--- src/eeprom_cfg.svh ---
`ifndef EEPROM_CFG_SVH
`define EEPROM_CFG_SVH

// system clocks per quarter of an SCL bit
`define EEPROM_SCL_DIV 4

// 24Cxx device type, top nibble of the control byte
`define EEPROM_DEV_TYPE 4'b1010

// byte address width, A10..A8 travel as block bits
`define EEPROM_ADDR_W 11

`endif

--- src/eeprom_pkg.sv ---
`default_nettype none
`include "eeprom_cfg.svh"

package eeprom_pkg;

    // command operands, taken with the wr or rd strobe
    typedef struct packed {
        logic [`EEPROM_ADDR_W-1:0] addr;
        logic [7:0]                wdata;
    } eeprom_req_t;

    typedef enum logic [1:0] {
        SYM_START, // also used for the restart
        SYM_STOP,
        SYM_BIT
    } sym_kind_t;

    // one bus symbol, FSM to line driver
    typedef struct packed {
        sym_kind_t kind;
        logic      bit_val; // 1 releases sda
    } sym_cmd_t;

    // result of the last command
    typedef struct packed {
        logic [7:0] rdata;
        logic       nack;  // any missing slave ack
    } eeprom_rsp_t;

endpackage

`default_nettype wire

--- src/scl_timer.sv ---
`timescale 1ns/10ps
`default_nettype none
`include "eeprom_cfg.svh"

module scl_timer #(
    parameter int DIV = `EEPROM_SCL_DIV
) (
    input  logic CLK,
    input  logic RESET,
    input  logic run,
    output logic qtick
);

    localparam int            CW     = (DIV > 1) ? $clog2(DIV) : 1;
    localparam logic [CW-1:0] RELOAD = CW'(DIV - 1);

    logic [CW-1:0] cnt;

    // down counter, parked at the reload value while idle
    always_ff @(posedge CLK) begin
        if (RESET || !run) begin
            cnt <= RELOAD; // so the first tick comes DIV clocks after run rises
        end else if (cnt == '0) begin
            cnt <= RELOAD;
        end else begin
            cnt <= cnt - 1'b1;
        end
    end

    assign qtick = run && (cnt == '0);

endmodule

`default_nettype wire

--- src/i2c_line_driver.sv ---
`timescale 1ns/10ps
`default_nettype none

module i2c_line_driver import eeprom_pkg::*; (
    input  logic     CLK,
    input  logic     RESET,
    input  logic     sym_go,
    input  sym_cmd_t sym,
    input  logic     qtick,
    output logic     run,
    output logic     sym_done,
    output logic     sda_sample,
    output logic     scl,
    output logic     sda_oe,
    input  logic     sda_in
);

    sym_cmd_t   cur;      // symbol on the wire
    logic [1:0] phase;
    logic [1:0] lv_first; // {scl, sda_oe} for phase 0 of a new symbol
    logic [1:0] lv_next;

    // line levels {scl, sda_oe} for one phase of a symbol
    function automatic logic [1:0] line_level(input sym_cmd_t s, input logic [1:0] ph,
                                               input logic scl_now);
        logic [1:0] lv;
        case (s.kind)
            SYM_START: begin
                case (ph)
                    2'd0:    lv = {scl_now, 1'b0}; // release sda, scl as it was
                    2'd1:    lv = 2'b10;
                    2'd2:    lv = 2'b11;           // sda falls while scl high
                    default: lv = 2'b01;
                endcase
            end
            SYM_STOP: begin
                case (ph)
                    2'd0:    lv = 2'b01;
                    2'd1:    lv = 2'b11;
                    default: lv = 2'b10;           // sda rises, bus left idle
                endcase
            end
            default: begin
                lv = {(ph == 2'd1) || (ph == 2'd2), ~s.bit_val};
            end
        endcase
        return lv;
    endfunction

    assign lv_first = line_level(sym, 2'd0, scl);
    assign lv_next  = line_level(cur, phase + 2'd1, scl);

    always_ff @(posedge CLK) begin
        if (RESET) begin
            run      <= 1'b0;
            phase    <= 2'd0;
            sym_done <= 1'b0;
            scl      <= 1'b1;
            sda_oe   <= 1'b0;
        end else begin
            sym_done <= 1'b0;
            if (!run) begin
                if (sym_go) begin
                    run           <= 1'b1;
                    phase         <= 2'd0;
                    {scl, sda_oe} <= lv_first;
                end
            end else if (qtick) begin
                if (phase == 2'd3) begin
                    run      <= 1'b0; // lines hold until the next symbol
                    sym_done <= 1'b1;
                end else begin
                    phase         <= phase + 2'd1;
                    {scl, sda_oe} <= lv_next;
                end
            end
        end
    end

    always_ff @(posedge CLK) begin
        if (!run && sym_go) begin
            cur <= sym;
        end
        if (run && qtick && (phase == 2'd1)) begin
            sda_sample <= sda_in; // middle of scl high
        end
    end

endmodule

`default_nettype wire

--- src/byte_shifter.sv ---
`timescale 1ns/10ps
`default_nettype none

module byte_shifter (
    input  logic       CLK,
    input  logic       RESET,
    input  logic       load,
    input  logic [7:0] din,
    input  logic       shift,
    input  logic       sda_sample,
    output logic       msb,
    output logic [7:0] dout
);

    // one register for both directions, MSB first on the wire
    logic [7:0] sr;

    always_ff @(posedge CLK) begin
        if (RESET) begin
            sr <= 8'h00;
        end else if (load) begin
            sr <= din;
        end else if (shift) begin
            sr <= {sr[6:0], sda_sample}; // received bits enter at the LSB
        end
    end

    assign msb  = sr[7];
    assign dout = sr;

endmodule

`default_nettype wire

--- src/eeprom_ctrl_fsm.sv ---
`timescale 1ns/10ps
`default_nettype none
`include "eeprom_cfg.svh"

module eeprom_ctrl_fsm import eeprom_pkg::*; (
    input  logic        CLK,
    input  logic        RESET,
    input  logic        wr,
    input  logic        rd,
    input  eeprom_req_t req,
    output logic        busy,
    output logic        done,
    output eeprom_rsp_t rsp,
    output logic        sym_go,
    output sym_cmd_t    sym,
    input  logic        sym_done,
    input  logic        sda_sample,
    output logic        load,
    output logic [7:0]  din,
    output logic        shift,
    input  logic        msb,
    input  logic [7:0]  dout
);

    typedef enum logic [3:0] {
        IDLE, START, CTRL_W, ADDR, DATA_W, RESTART,
        CTRL_R, DATA_R, MNACK, STOP, FINISH
    } state_t;

    state_t      state;
    eeprom_req_t req_q;
    logic        is_read;
    logic [3:0]  bit_cnt;   // 8 data bits then the ack
    logic        in_flight; // symbol handed to the line driver
    logic        nack_acc;
    logic [7:0]  rdata_q;
    logic        take;
    logic        tx_byte;
    logic        ack_bit;

    assign take    = !busy && (wr || rd);
    assign tx_byte = (state == CTRL_W) || (state == ADDR) || (state == DATA_W) ||
                     (state == CTRL_R);
    assign ack_bit = tx_byte && (bit_cnt == 4'd8);

    assign sym_go = (state != IDLE) && (state != FINISH) && !in_flight;

    always_comb begin
        sym.kind    = SYM_BIT;
        sym.bit_val = 1'b1; // released, read data and master nack
        case (state)
            START, RESTART:               sym.kind = SYM_START;
            STOP:                         sym.kind = SYM_STOP;
            CTRL_W, ADDR, DATA_W, CTRL_R: sym.bit_val = ack_bit ? 1'b1 : msb;
            default: ;
        endcase
    end

    // next byte to send, loaded as the previous symbol ends
    always_comb begin
        case (state)
            START:   din = {`EEPROM_DEV_TYPE, req_q.addr[`EEPROM_ADDR_W-1:8], 1'b0};
            CTRL_W:  din = req_q.addr[7:0];
            ADDR:    din = req_q.wdata;
            RESTART: din = {`EEPROM_DEV_TYPE, req_q.addr[`EEPROM_ADDR_W-1:8], 1'b1};
            default: din = 8'h00;
        endcase
    end

    assign load  = sym_done && ((state == START) || (state == RESTART) ||
                   (ack_bit && ((state == CTRL_W) || ((state == ADDR) && !is_read))));
    assign shift = sym_done && ((tx_byte && !ack_bit) || (state == DATA_R));

    always_ff @(posedge CLK) begin
        if (RESET) begin
            state     <= IDLE;
            bit_cnt   <= 4'd0;
            in_flight <= 1'b0;
            busy      <= 1'b0;
            done      <= 1'b0;
            is_read   <= 1'b0;
            nack_acc  <= 1'b0;
        end else begin
            done <= 1'b0;
            if (sym_go) begin
                in_flight <= 1'b1;
            end
            if (sym_done) begin
                in_flight <= 1'b0;
            end
            case (state)
                IDLE, FINISH: begin
                    state <= IDLE;
                    if (take) begin
                        state    <= START;
                        busy     <= 1'b1;
                        is_read  <= !wr; // wr wins
                        nack_acc <= 1'b0;
                        bit_cnt  <= 4'd0;
                    end
                end
                START: begin
                    if (sym_done) state <= CTRL_W;
                end
                RESTART: begin
                    if (sym_done) state <= CTRL_R;
                end
                CTRL_W, ADDR, DATA_W, CTRL_R: begin
                    if (sym_done && ack_bit) begin
                        bit_cnt  <= 4'd0;
                        nack_acc <= nack_acc | sda_sample; // high means no ack
                        case (state)
                            CTRL_W:  state <= ADDR;
                            ADDR:    state <= is_read ? RESTART : DATA_W;
                            DATA_W:  state <= STOP;
                            default: state <= DATA_R;
                        endcase
                    end else if (sym_done) begin
                        bit_cnt <= bit_cnt + 4'd1;
                    end
                end
                DATA_R: begin
                    if (sym_done && (bit_cnt == 4'd7)) begin
                        bit_cnt <= 4'd0;
                        state   <= MNACK;
                    end else if (sym_done) begin
                        bit_cnt <= bit_cnt + 4'd1;
                    end
                end
                MNACK: begin
                    if (sym_done) state <= STOP;
                end
                STOP: begin
                    if (sym_done) begin
                        state <= FINISH;
                        busy  <= 1'b0;
                        done  <= 1'b1;
                    end
                end
                default: state <= IDLE;
            endcase
        end
    end

    always_ff @(posedge CLK) begin
        if (take) begin
            req_q <= req;
        end
        if ((state == MNACK) && sym_done) begin
            rdata_q <= dout; // whole byte shifted in by now
        end
        if ((state == STOP) && sym_done) begin
            rsp.rdata <= rdata_q;
            rsp.nack  <= nack_acc;
        end
    end

endmodule

`default_nettype wire

--- src/eeprom_wr.sv ---
`timescale 1ns/10ps
`default_nettype none
`include "eeprom_cfg.svh"

module eeprom_wr import eeprom_pkg::*; (
    input  logic        CLK,
    input  logic        RESET,
    input  logic        wr,
    input  logic        rd,
    input  eeprom_req_t req,
    output logic        busy,
    output logic        done,
    output eeprom_rsp_t rsp,
    output logic        scl,
    output logic        sda_oe,
    input  logic        sda_in
);

    logic       qtick;
    logic       run;
    logic       sym_go;
    sym_cmd_t   sym;
    logic       sym_done;
    logic       sda_sample;
    logic       load;
    logic [7:0] din;
    logic       shift;
    logic       msb;
    logic [7:0] dout;

    scl_timer #(
        .DIV (`EEPROM_SCL_DIV)
    ) i_timer (
        .CLK   (CLK),
        .RESET (RESET),
        .run   (run),
        .qtick (qtick)
    );

    i2c_line_driver i_line (
        .CLK        (CLK),
        .RESET      (RESET),
        .sym_go     (sym_go),
        .sym        (sym),
        .qtick      (qtick),
        .run        (run),
        .sym_done   (sym_done),
        .sda_sample (sda_sample),
        .scl        (scl),
        .sda_oe     (sda_oe),
        .sda_in     (sda_in)
    );

    byte_shifter i_shift (
        .CLK        (CLK),
        .RESET      (RESET),
        .load       (load),
        .din        (din),
        .shift      (shift),
        .sda_sample (sda_sample),
        .msb        (msb),
        .dout       (dout)
    );

    eeprom_ctrl_fsm i_fsm (
        .CLK        (CLK),
        .RESET      (RESET),
        .wr         (wr),
        .rd         (rd),
        .req        (req),
        .busy       (busy),
        .done       (done),
        .rsp        (rsp),
        .sym_go     (sym_go),
        .sym        (sym),
        .sym_done   (sym_done),
        .sda_sample (sda_sample),
        .load       (load),
        .din        (din),
        .shift      (shift),
        .msb        (msb),
        .dout       (dout)
    );

endmodule

`default_nettype wire

--- config.mk ---
export PLATFORM = sky130hd
export DESIGN_NAME = eeprom_wr
export DESIGN_NICKNAME = d
export VERILOG_FILES = /design/src/eeprom_pkg.sv /design/src/scl_timer.sv /design/src/i2c_line_driver.sv /design/src/byte_shifter.sv /design/src/eeprom_ctrl_fsm.sv /design/src/eeprom_wr.sv
export VERILOG_INCLUDE_DIRS = /design/src
export SDC_FILE = /design/constraint.sdc
export NUM_CORES = 1
export LEC_CHECK = 0
export BUFFER_PORTS_ARGS = -buffer_cell sky130_fd_sc_hd__buf_2
export CAP_MARGIN = 10
export CORE_MARGIN = 3
export CORE_UTILIZATION = 50
export CTS_CLUSTER_DIAMETER = 100
export DETAILED_ROUTE_END_ITERATION = 8
export GPL_ROUTABILITY_DRIVEN = 0
export PLACE_DENSITY_LB_ADDON = 0.3
export SYNTH_ARGS = -nofsm -noshare
export SYNTH_HDL_FRONTEND = slang
export SYNTH_SLANG_ARGS = --single-unit
--- constraint.sdc ---
create_clock -name CLK -period 3.2 [get_ports CLK]
set_clock_uncertainty 0.05 [all_clocks]
set_input_delay 0.64 -clock CLK [delete_from_list [all_inputs] [get_ports CLK]]
set_output_delay 0.64 -clock CLK [all_outputs]
set_load 0.02 [all_outputs]
# Word level (Yosys, flattened, before mapping)
# Cells that the tools add are included.
[totals]
regBits = 69
[classes]
add_sub_neg = 3
n_eq_ne = 30
mux = 49
n_bitwise = 6
n_reduce_logical = 58
[op_table]
columns = ["op", "count"]
rows = [
  ["$mux W4", 10],
  ["$pmux W8 S4", 1],
  ["$pmux W4 S7", 1],
  ["$pmux W4 S3", 2],
  ["$mux W1", 22],
  ["$eq A4 B3 Y1 const B", 5],
  ["$logic_and A1 B1 Y1", 17],
  ["$eq A4 B4 Y1 const B", 4],
  ["$mux W8", 2],
  ["$pmux W2 S2", 4],
  ["$ne A2 B2 Y1 const B", 6],
  ["$logic_or A1 B1 Y1", 10],
  ["$reduce_or A2 Y1", 5],
  ["$reduce_and A3 Y1", 3],
  ["$eq A2 B1 Y1 const B", 4],
  ["$eq A4 B2 Y1 const B", 2],
  ["$logic_not A2 Y1", 4],
  ["$mux W2", 4],
  ["$ne A2 B1 Y1 const B", 4],
  ["$reduce_bool A2 Y1", 4],
  ["$logic_not A1 Y1", 6],
  ["$pmux W2 S3", 1],
  ["$reduce_and A6 Y1", 1],
  ["$not A1 Y1", 5],
  ["16 further kinds", 19],
]

# Logic depth before layout (Yosys ltp)
# Gate-level depths: netlist of run 1.
[logic_depth]
depth_word = 11
depth_mapped = 8
ltp_nobuf = 6

# By module
# A second synthesis of run 1 with hierarchy kept.
[hier_totals]
hier_cells = 262
hier_area_um2 = 3139.3
[by_module_without_submodules]
columns = ["mod", "instances", "cells_each", "area_per_inst_um2"]
rows = [
  ["eeprom_ctrl_fsm", 1, 178, 2227.1],
  ["i2c_line_driver", 1, 40, 446.7],
  ["byte_shifter", 1, 36, 376.6],
  ["scl_timer", 1, 8, 88.8],
]

# Worst setup path before layout of run 1
# OpenSTA, ideal clock, no wires.
[synth_path]
kind = "input to register"
start = "input rd"
end = "register i_fsm.bit_cnt[0]"
arrival_time_ps = 2011
required_ps = 3033
slack_ps = 1022
path_stages = 5
n_path_buf = 1
path_cell_list = "o21ba_2 clkbuf_1 a22oi_1 o311a_1 o2bb2ai_1"
[synth_via]
elab_chain_cells = 4
[synth_lines]
columns = ["element", "line_no", "rtl"]
rows = [
  ["start: declaration", "eeprom_wr.sv:9", "input logic rd,"],
  ["$logic_or A1 B1 Y1", "eeprom_ctrl_fsm.sv:41", "assign take = !busy && (wr || rd);"],
  ["$logic_and A1 B1 Y1", "eeprom_ctrl_fsm.sv:41", ""],
  ["net i_fsm.take", "eeprom_ctrl_fsm.sv:37", "logic take;"],
  ["$ne A2 B1 Y1 (no source line)", "--", ""],
  ["$reduce_and A2 Y1 (no source line)", "--", ""],
  ["end signal: assignment", "eeprom_ctrl_fsm.sv:119", "bit_cnt <= bit_cnt + 4'd1;"],
  ["end signal: assignment", "eeprom_ctrl_fsm.sv:127", "bit_cnt <= bit_cnt + 4'd1;"],
  ["end: declaration", "eeprom_ctrl_fsm.sv:33", "logic [3:0] bit_cnt;"],
]
# The timed path passes the listed nets, and every way through them passes these cells.
# A chain may end at the register's enable or synchronous reset.

# Worst setup path after layout of run 1
[layout_path]
start = "register i_fsm.state[3]"
end = "register i_fsm.state[0]"
[layout_via]
elab_chain_cells = 8
word_cells_on_any_way = 28
cone_classes = "16 x eq/ne; 3 x mux; 9 x reduce/logical"
[layout_lines]
columns = ["element", "line_no", "rtl"]
rows = [
  ["start: declaration", "eeprom_ctrl_fsm.sv:30", "state_t state;"],
  ["start signal: assignment", "eeprom_ctrl_fsm.sv:114", "ADDR: state <= is_read ? RESTART : DATA_W;"],
  ["$eq A4 B2 Y1", "eeprom_ctrl_fsm.sv:42, eeprom_ctrl_fsm.sv:91, eeprom_ctrl_fsm.sv:112", ""],
  ["$logic_or A1 B1 Y1 (3 in a row)", "eeprom_ctrl_fsm.sv:42", "assign tx_byte = (state == CTRL_W) || (state == ADDR) || (state == DATA_W) ||"],
  ["$logic_and A1 B1 Y1", "eeprom_ctrl_fsm.sv:44", "assign ack_bit = tx_byte && (bit_cnt == 4'd8);"],
  ["$logic_and A1 B1 Y1", "eeprom_ctrl_fsm.sv:109", "if (sym_done && ack_bit) begin"],
  ["$ne A2 B1 Y1 (no source line)", "--", ""],
  ["$reduce_and A6 Y1 (no source line)", "--", ""],
]
# Several ways; a longest one is shown, not always the timed one. The select of a mux whose other input is x is not followed.

==> results.env, run 1 <==
MAPPEDNETLISTAREA_MM2=0.00318
POST_SYNTH_NUM_CELL_TYPES=60
GRT_PASS1_VIAS=2043
SYNTH-WARNING-COUNT=0
SETUP_VIOL_COUNT_FINAL=0
MIN-DELAY-PATH-CLASS='reg2reg'
SLEW-LIMIT-HEADROOM_PCT=41.5
FINAL_HOLD_VIOL_COUNT=0
SYNTH_COMPOUND_GATE_AREA_SHARE_PCT=16.9
WORSTPATHMAXFANOUT=25
TRACK_USAGE_PCT=17.6
FINALPOWER_W=0.00251
CP-START-KIND='register'
DESIGN.CORE.AREA_MM2=0.00603
DOMINANT_COMBINATIONAL_CELL_FAMILY_BY_AREA_AFTER_SYNTHESIS='simple AND/OR/NAND/NOR gates'
CLOCK_TREE_ROOT='sky130_fd_sc_hd__clkbuf_8'
WORST_PATH_SETUP_SLACK_AFTER_ROUTING_PS=848
ANTENNA_FOUND_INITIAL=0
CLOCK_SINKS=69
TRITONCTS='yes'
SLOWEST_CELL_ON_THE_CRITICAL_PATH='sky130_fd_sc_hd__dfxtp_1'
MAXCAPVIOLATIONS=0
ANTENNA_CELLS_INSERTED=0
STATUS='completed'
MULTIINPUTGATEAREA_MM2=0.00125
WL_MET2_MM=2.66
BUFFER_LEVELS_ON_THE_LONGEST_CLOCK_PATH=2
FF_LATCH_AREA_MM2=0.00178
CRITICAL_PATH.ENDPOINT_TYPE='register'
FINAL_NETS=341
SYNTH_ADDER_AREA_SHARE_PCT=2.36
WIRELENGTH_MET1_MM=2.86
DIE_H_UM=85.8
POWER.DENSITY_CELL_AREA_mW_PER_MM2=701
GRT-OVFL-TOTAL=0
VIAS_PER_CELL=5.87
DR_WL_MET3_UM=345
POST_SYNTH_MAIN_AREA_CONTRIBUTORS='sky130_fd_sc_hd__edfxtp_1 (38%), sky130_fd_sc_hd__dfxtp_1 (18%), sky130_fd_sc_hd__nand3b_1 (3.3%)'
UNREPAIRED_SETUP_ENDPOINTS_AFTER_GLOBAL_ROUTING='false'
POST-ROUTE-UTIL_PCT=59.4
DIE_W_UM=85.8
FILLERINSTANCES=512
FLOORPLAN.INITIALDENSITY_PCT=52.8
POSTROUTEANTENNANETS=0
CORE.ROWCOUNT=28
SYNTH_ENABLE_FLOP_CELLS=40
WIRELENGTH_MM=5.98
POSTCTSHOLDBUFS=0
SYNTH.MUX.AREA_FRACTION_PCT=1.77
TOTAL_OF_CELLS_RESIZED_AFTER_CLOCK_TREE_SYNTHESIS=0
IR_DROP_uV=444
P_LEAK_nW=1.26
ACHIEVABLE-FREQUENCY_GHz=0.425
FIN_CRIT_SH_PCT=73.5
TIGHTESTPINTRANSITION_PS=855
CP_SLOWEST_STAGE_DELAY_PS=900
IO_BUFFER_COUNT=36
SYNTH_AREA_IN_SIMPLE_GATES_PCT=17.1
YS_ASYNC_SR_FRACTION_PCT=0
REQUIRED_PS=3450
ROUTED-VIA-COUNT=2294
SYNTH_XOR_AREA_SHARE_PCT=1.10
CRITPATHBUFINV=0
TIMING.CRITICAL_PATH.CELLS='nor2_1 -> a2111oi_0 -> or3_1 -> o311a_1'
YOSYS_TOP_CELL_AREA_SHARE_PCT=37.8
DRCVIOLATIONCOUNT=0
FINAL_LAYOUT_SIZE_SUFFIX_GT1_SHARE_PCT=22.5
SYNTH-MAIN-FF-CELL='sky130_fd_sc_hd__edfxtp_1'
DR.MAX_LAYER_USED='met4'
REPORT.FINAL.SLEW_VIOL_COUNT=0
CLOCK_LATENCY_PS=350
GRT_PASS1_WL_MM=10.1
DPL.HPWL_MM=4.10
TIMING.CRITICAL_PATH.ARRIVAL_PS=2600
WL_PER_CELL_UM=15.3
SYN_INST=281
SYNTH.LARGEST_AREA_CELL='sky130_fd_sc_hd__edfxtp_1'
POST_SYNTH.CELL_AREA_AVG_UM2=11.3
FIRST_PASS_ITERS=5
TIMING.CRITICAL_PATH.MAX_DELAY_FAMILY='compound AO/OA/AOI/OAI gates'
SETUP-TNS-FINAL_PS=0
PIN_COUNT=37
CTS_INSERTED_BUFFERS=9
MAPPEDNETLISTNETS=311
H-TREE-DEPTH=3
CLKSLEWWORSTSETUPHOLDPATHS_PS=80
DETAIL_ROUTE.ITER0.VIOLATIONS=139
FLOW.AREA_GROWTH_FROM_SYNTHESIS_PCT=12.5
CTS_SETUP_BUFFERS=0
YS_SEQ_AREA_SHARE_PCT=56.0
DP_SLACK_PS=951
CRITICALPATHCATEGORY='reg2reg'
TIMING.FINAL.CRIT_PERIOD_PS=2350
GRT_MAX_DEGREE=28
FLOORPLAN.DIE_AREA_MM2=0.00735
YS_SEQ_ELEMENTS=69
[routing by layer]
metal,vias up,global-route usage (%)
met3,10,5.48
met1,1096,24.3
met4,0,8.35
met2,70,25.3
li1,1118,-
met5,-,0
[where the power goes]
part           internal [W]  switching, W
sequential          0.00108      0.000142
clock              0.000388      0.000348
combinational      0.000240      0.000317
[cell families after synthesis]
family,after synthesis
AND/OR/NAND/NOR,88
XOR/XNOR,4
adder cells (fa/ha/maj),6
flip-flops,69
multiplexers,5
AO/OA/AOI/OAI,75
buffers and inverters,34
[metrics by stage]
stage	std cells	hold slack (ps)	instance area (um2)
final	391	339	3580
after CTS	391	343	3580
after global routing	391	351	3580
after floorplan	281	308	3180
after global placement	375	318	3370
after detailed placement	375	325	3370
[sequential cells by signal (all words and copies together), names as in the netlist, 3 cells and up]
name	count
i_fsm.state	4
i_fsm.rdata_q	8
i_shift.dout	8
i_fsm.req_q	19
i_line.cur	3
i_fsm.bit_cnt	4
i_fsm.rsp	9
[final timing paths]
| kind | startpoint | to | slack (ps) | cells past startpoint |
|---|---|---|---|---|
| min | i_timer.cnt[0] | i_timer.cnt[0] | 340 | 1 |
| max | i_fsm.state[3] | i_fsm.state[0] | 850 | 4 |
| min reg2reg | i_timer.cnt[0] | i_timer.cnt[0] | 340 | 1 |
| max reg2reg | i_fsm.state[3] | i_fsm.state[0] | 850 | 4 |
[cell usage after synthesis, types with 2 or more instances]
| library cell | n |
|---|---|
| sky130_fd_sc_hd__a2111oi_0 | 3 |
| sky130_fd_sc_hd__a211o_1 | 2 |
| sky130_fd_sc_hd__a211oi_1 | 2 |
| sky130_fd_sc_hd__a21oi_1 | 16 |
| sky130_fd_sc_hd__a311oi_1 | 3 |
| sky130_fd_sc_hd__a31oi_1 | 8 |
| sky130_fd_sc_hd__and3b_1 | 2 |
| sky130_fd_sc_hd__buf_1 | 2 |
| sky130_fd_sc_hd__buf_2 | 7 |
| sky130_fd_sc_hd__buf_6 | 2 |
| sky130_fd_sc_hd__clkbuf_1 | 8 |
| sky130_fd_sc_hd__dfxtp_1 | 29 |
| sky130_fd_sc_hd__edfxtp_1 | 40 |
| sky130_fd_sc_hd__ha_1 | 6 |
| sky130_fd_sc_hd__inv_1 | 13 |
| sky130_fd_sc_hd__mux2_2 | 5 |
| sky130_fd_sc_hd__nand2_1 | 12 |
| sky130_fd_sc_hd__nand2b_1 | 10 |
| sky130_fd_sc_hd__nand3_1 | 6 |
| sky130_fd_sc_hd__nand3b_1 | 14 |
| sky130_fd_sc_hd__nand4_1 | 4 |
| sky130_fd_sc_hd__nand4b_1 | 2 |
| sky130_fd_sc_hd__nor2_1 | 12 |
| sky130_fd_sc_hd__nor2b_1 | 2 |
| sky130_fd_sc_hd__nor3_1 | 4 |
| sky130_fd_sc_hd__nor3b_1 | 7 |
| sky130_fd_sc_hd__o211ai_1 | 6 |
| sky130_fd_sc_hd__o21ai_0 | 14 |
| sky130_fd_sc_hd__o2bb2ai_1 | 2 |
| sky130_fd_sc_hd__o311a_1 | 2 |
| sky130_fd_sc_hd__o31ai_1 | 2 |
| sky130_fd_sc_hd__o41ai_1 | 3 |
| sky130_fd_sc_hd__or2_2 | 2 |
| sky130_fd_sc_hd__xnor2_1 | 2 |
| sky130_fd_sc_hd__xor2_1 | 2 |
[final cells by class]
cell class / count / share of cell area [%]
Inverter: 15 / 1.57
Clock inverter: 6 / 1.89
Clock buffer: 10 / 3.84
Sequential cell: 69 / 49.8
Tap cell: 75 / 2.62
Timing Repair Buffer: 38 / 5.45
Multi-Input combinational cell: 178 / 34.8
[cells in the final DEF, fill, tap and decap left out, types with 5 or more instances in the layout]
cell type / instances
sky130_fd_sc_hd__mux2_2: 5
sky130_fd_sc_hd__dfxtp_1: 29
sky130_fd_sc_hd__nor3b_1: 7
sky130_fd_sc_hd__clkbuf_8: 10
sky130_fd_sc_hd__inv_1: 13
sky130_fd_sc_hd__nand3b_1: 14
sky130_fd_sc_hd__a31oi_1: 8
sky130_fd_sc_hd__nand3_1: 6
sky130_fd_sc_hd__nand2_1: 12
sky130_fd_sc_hd__a21oi_1: 16
sky130_fd_sc_hd__o21ai_0: 14
sky130_fd_sc_hd__nor2_1: 12
sky130_fd_sc_hd__o211ai_1: 6
sky130_fd_sc_hd__ha_1: 6
sky130_fd_sc_hd__nand2b_1: 10
sky130_fd_sc_hd__edfxtp_1: 40
sky130_fd_sc_hd__buf_2: 36
[worst reg2reg max path, delay by kind of cell, from the launching register on]
| kind | cells | cell delay (ps) |
|---|---|---|
| compound gates | 2 | 930 |
| flops | 1 | 900 |
| simple gates | 2 | 420 |
Note: power is estimated with default switching activity, not from simulation.
==> run 2: changes to the inputs <==
==> constraint.sdc (replaced) <==
create_clock -name CLK -period 1.95 [get_ports CLK]
set_clock_uncertainty 0.05 [all_clocks]
set_input_delay 0.39 -clock CLK [delete_from_list [all_inputs] [get_ports CLK]]
set_output_delay 0.39 -clock CLK [all_outputs]
set_load 0.02 [all_outputs]
==> results.env, run 2 (same netlist as run 1, synthesis figures left out) <==
POSTROUTEANTENNANETS=0  # unchanged
PIN_COUNT=37  # unchanged
FINALHOLDWORSTSLACK_PS=164  # -175 ps
CP_SLOWEST_STAGE_DELAY_PS=420  # -480 ps
DESIGN.CORE.AREA_MM2=0.00603  # unchanged
TRITONCTS='yes'
ANTENNA_CELLS_INSERTED=0  # unchanged
REG2REGPATHDEPTH=7  # +3
SETUP_VIOL_COUNT_FINAL=0  # unchanged
FINAL_HOLD_VIOL_COUNT=0  # unchanged
DPL.HPWL_MM=4.43  # +8.1%
FF_LATCH_AREA_MM2=0.00178  # +0.14%
FIN_CRIT_SH_PCT=95.0  # +22 points
LARGEST_REGISTERS='i_fsm.req_q: 19 flops, i_fsm.rsp: 9 flops'
REGISTER_TO_REGISTER_SETUP_SLACK_PS=100  # -750 ps
REGTOREGENDPOINT='i_shift.dout[2]'
H-TREE-DEPTH=3  # unchanged
DIE_H_UM=85.8  # unchanged
CRITICAL_PATH.ENDPOINT_TYPE='register'
FILLERINSTANCES=503  # -1.8%
IR_DROP_uV=593  # +34%
ANTENNA_FOUND_INITIAL=0  # unchanged
CP-STARTPOINT='i_fsm.bit_cnt[0]'
VIAS_PER_CELL=5.70  # -2.8%
DETAIL_ROUTE.ITER0.VIOLATIONS=136  # -2.2%
CP_CAPTURE_POINT='i_shift.dout[2]'
LARGEST_REGISTER_FF_COUNT=19  # unchanged
ROUTED-VIA-COUNT=2373  # +3.4%
MULTIINPUTGATEAREA_MM2=0.00126  # +1.4%
POWER.DENSITY_CELL_AREA_mW_PER_MM2=1100  # +57%
GRT_PASS1_VIAS=2254  # +10%
SLEW-LIMIT-HEADROOM_PCT=71.6  # +30 points
FLOORPLAN.INITIALDENSITY_PCT=52.8  # unchanged
FINAL_COMMON_CELL='sky130_fd_sc_hd__edfxtp_1'
REGISTER_WITH_THE_HIGHEST_FLOP_COUNT='i_fsm.req_q'
TIMING.FINAL.CRIT_PERIOD_PS=1850  # -499 ps
FINAL_LAYOUT_SIZE_SUFFIX_GT1_SHARE_PCT=29.3  # +6.9 points
POST-ROUTE-UTIL_PCT=62.4  # +3.0 points
CRITICAL_REGISTER_TO_REGISTER_PATH_STARTPOINT='i_fsm.bit_cnt[0]'
REPORT.FINAL.SLEW_VIOL_COUNT=0  # unchanged
FLOW.AREA_GROWTH_FROM_SYNTHESIS_PCT=18.3
CORE.ROWCOUNT=28  # unchanged
GRT_PASS1_WL_MM=10.3  # +2.9%
TRACK_USAGE_PCT=18.2  # +0.58 points
REQUIRED_PS=2160  # -1290 ps
MOSTFREQUENTLAYOUTCELLS='sky130_fd_sc_hd__edfxtp_1 (40), sky130_fd_sc_hd__buf_2 (36), sky130_fd_sc_hd__dfxtp_1 (27)'
DIE_W_UM=85.8  # unchanged
P_LEAK_nW=1.36  # +8.1%
WIRELENGTH_MM=6.29  # +5.1%
MAXCAPVIOLATIONS=0  # unchanged
WORSTPATHMAXFANOUT=7  # -72%
MIN-DELAY-PATH-CLASS='in2reg'
IO_BUFFER_COUNT=36  # unchanged
CLOCK_TREE_ROOT='sky130_fd_sc_hd__clkbuf_8'
DRCVIOLATIONCOUNT=0  # unchanged
GRT-OVFL-TOTAL=0  # unchanged
TIMING.CRITICAL_PATH.ARRIVAL_PS=2070  # -530 ps
CLOCK_SINKS=69  # unchanged
CP-START-KIND='register'
STATUS='completed'
CLKSLEWWORSTSETUPHOLDPATHS_PS=80  # about the same
SLOWEST_CELL_ON_THE_CRITICAL_PATH='sky130_fd_sc_hd__a2111oi_4'
FINAL_NETS=366  # +7.3%
ACHIEVABLE-FREQUENCY_GHz=0.540  # +27%
CRITICALPATHCATEGORY='reg2reg'
WL_PER_CELL_UM=15.1  # -1.2%
CLOCK_LATENCY_PS=340  # about the same
GRT_MAX_DEGREE=22  # -21%
TIMING.CRITICAL_PATH.CELLS='inv_1 -> ha_1 -> and3b_2 -> a2111oi_4 -> buf_4 -> o21ai_0 -> a31oi_1'
TIGHTESTPINTRANSITION_PS=421  # -435 ps
BUFFER_LEVELS_ON_THE_LONGEST_CLOCK_PATH=2  # unchanged
FIRST_PASS_ITERS=4  # -1
FLOORPLAN.DIE_AREA_MM2=0.00735  # unchanged
CTS_INSERTED_BUFFERS=9  # unchanged
[run 2: cell type report]
class | count | share of cell area, %
clock buffers | 10 | 3.39
clock inverters | 6 | 1.06
inverters | 15 | 1.50
multi-input cells | 178 | 33.6
flip-flops and latches | 69 | 47.4
well taps | 75 | 2.49
repair buffers | 63 | 10.5
[run 2: routing by layer]
metal	up-vias	GRT usage, %	part of all wire [%]
met5	-	0	0
met4	0	5.90	1.3
met3	10	6.15	7.5
met2	85	28.7	47
met1	1107	23.7	45
li1	1171	-	-
[run 2: how the worst min path moves through the flow]
stage          slack (ps)         endpoint  cells past startpoint      startpoint
3_5_place_dp          330   i_timer.cnt[0]                      1  i_timer.cnt[0]
3_3_place_gp          320   i_timer.cnt[0]                      1  i_timer.cnt[0]
6_report              160  i_fsm.req_q[14]                      1         req[14]
2_1_floorplan         310   i_timer.cnt[0]                      1  i_timer.cnt[0]
4_1_cts               140  i_fsm.req_q[14]                      1         req[14]
5_1_grt               140   i_fsm.req_q[9]                      1          req[9]
[run 2: power breakdown]
part | leakage [nW] | switching [W] | internal [W]
clock network | 0.0763 | 0.000525 | 0.000458
registers | 0.617 | 0.000145 | 0.00177
logic | 0.670 | 0.000671 | 0.000568
total | 1.36 | 0.00134 | 0.00279
[run 2: critical path, delay by kind of cell, from the launching register on]
family | cells | cell delay (ps)
AO/OA/AOI/OAI | 3 | 680
flip-flops | 1 | 330
AND/OR/NAND/NOR | 1 | 280
buffers and inverters | 2 | 250
adder cells (fa/ha/maj) | 1 | 180
[run 2: what timing repair did]
action | CTS | global route
buffers inserted | 0 | 2
hold buffers | 0 | 0
gates resized for setup | 1 | 7
setup endpoints to repair | 8 | 10
pin swaps | 1 | 2
[run 2: per-stage QoR]
step / total power (W) / setup WS [ps] / instance area [um2] / std cells / setup TNS (ps)
final: 0.00413 / 97.2 / 3760 / 416 / 0
after CTS: 0.00415 / 15.0 / 3740 / 414 / 0
after floorplan: 0.00273 / 162 / 3190 / 281 / 0
after detailed placement: 0.00315 / -22.0 / 3570 / 398 / -59.9
after global placement: 0.00312 / 48.9 / 3570 / 398 / 0
after global routing: 0.00438 / -35.0 / 3760 / 416 / -51.4
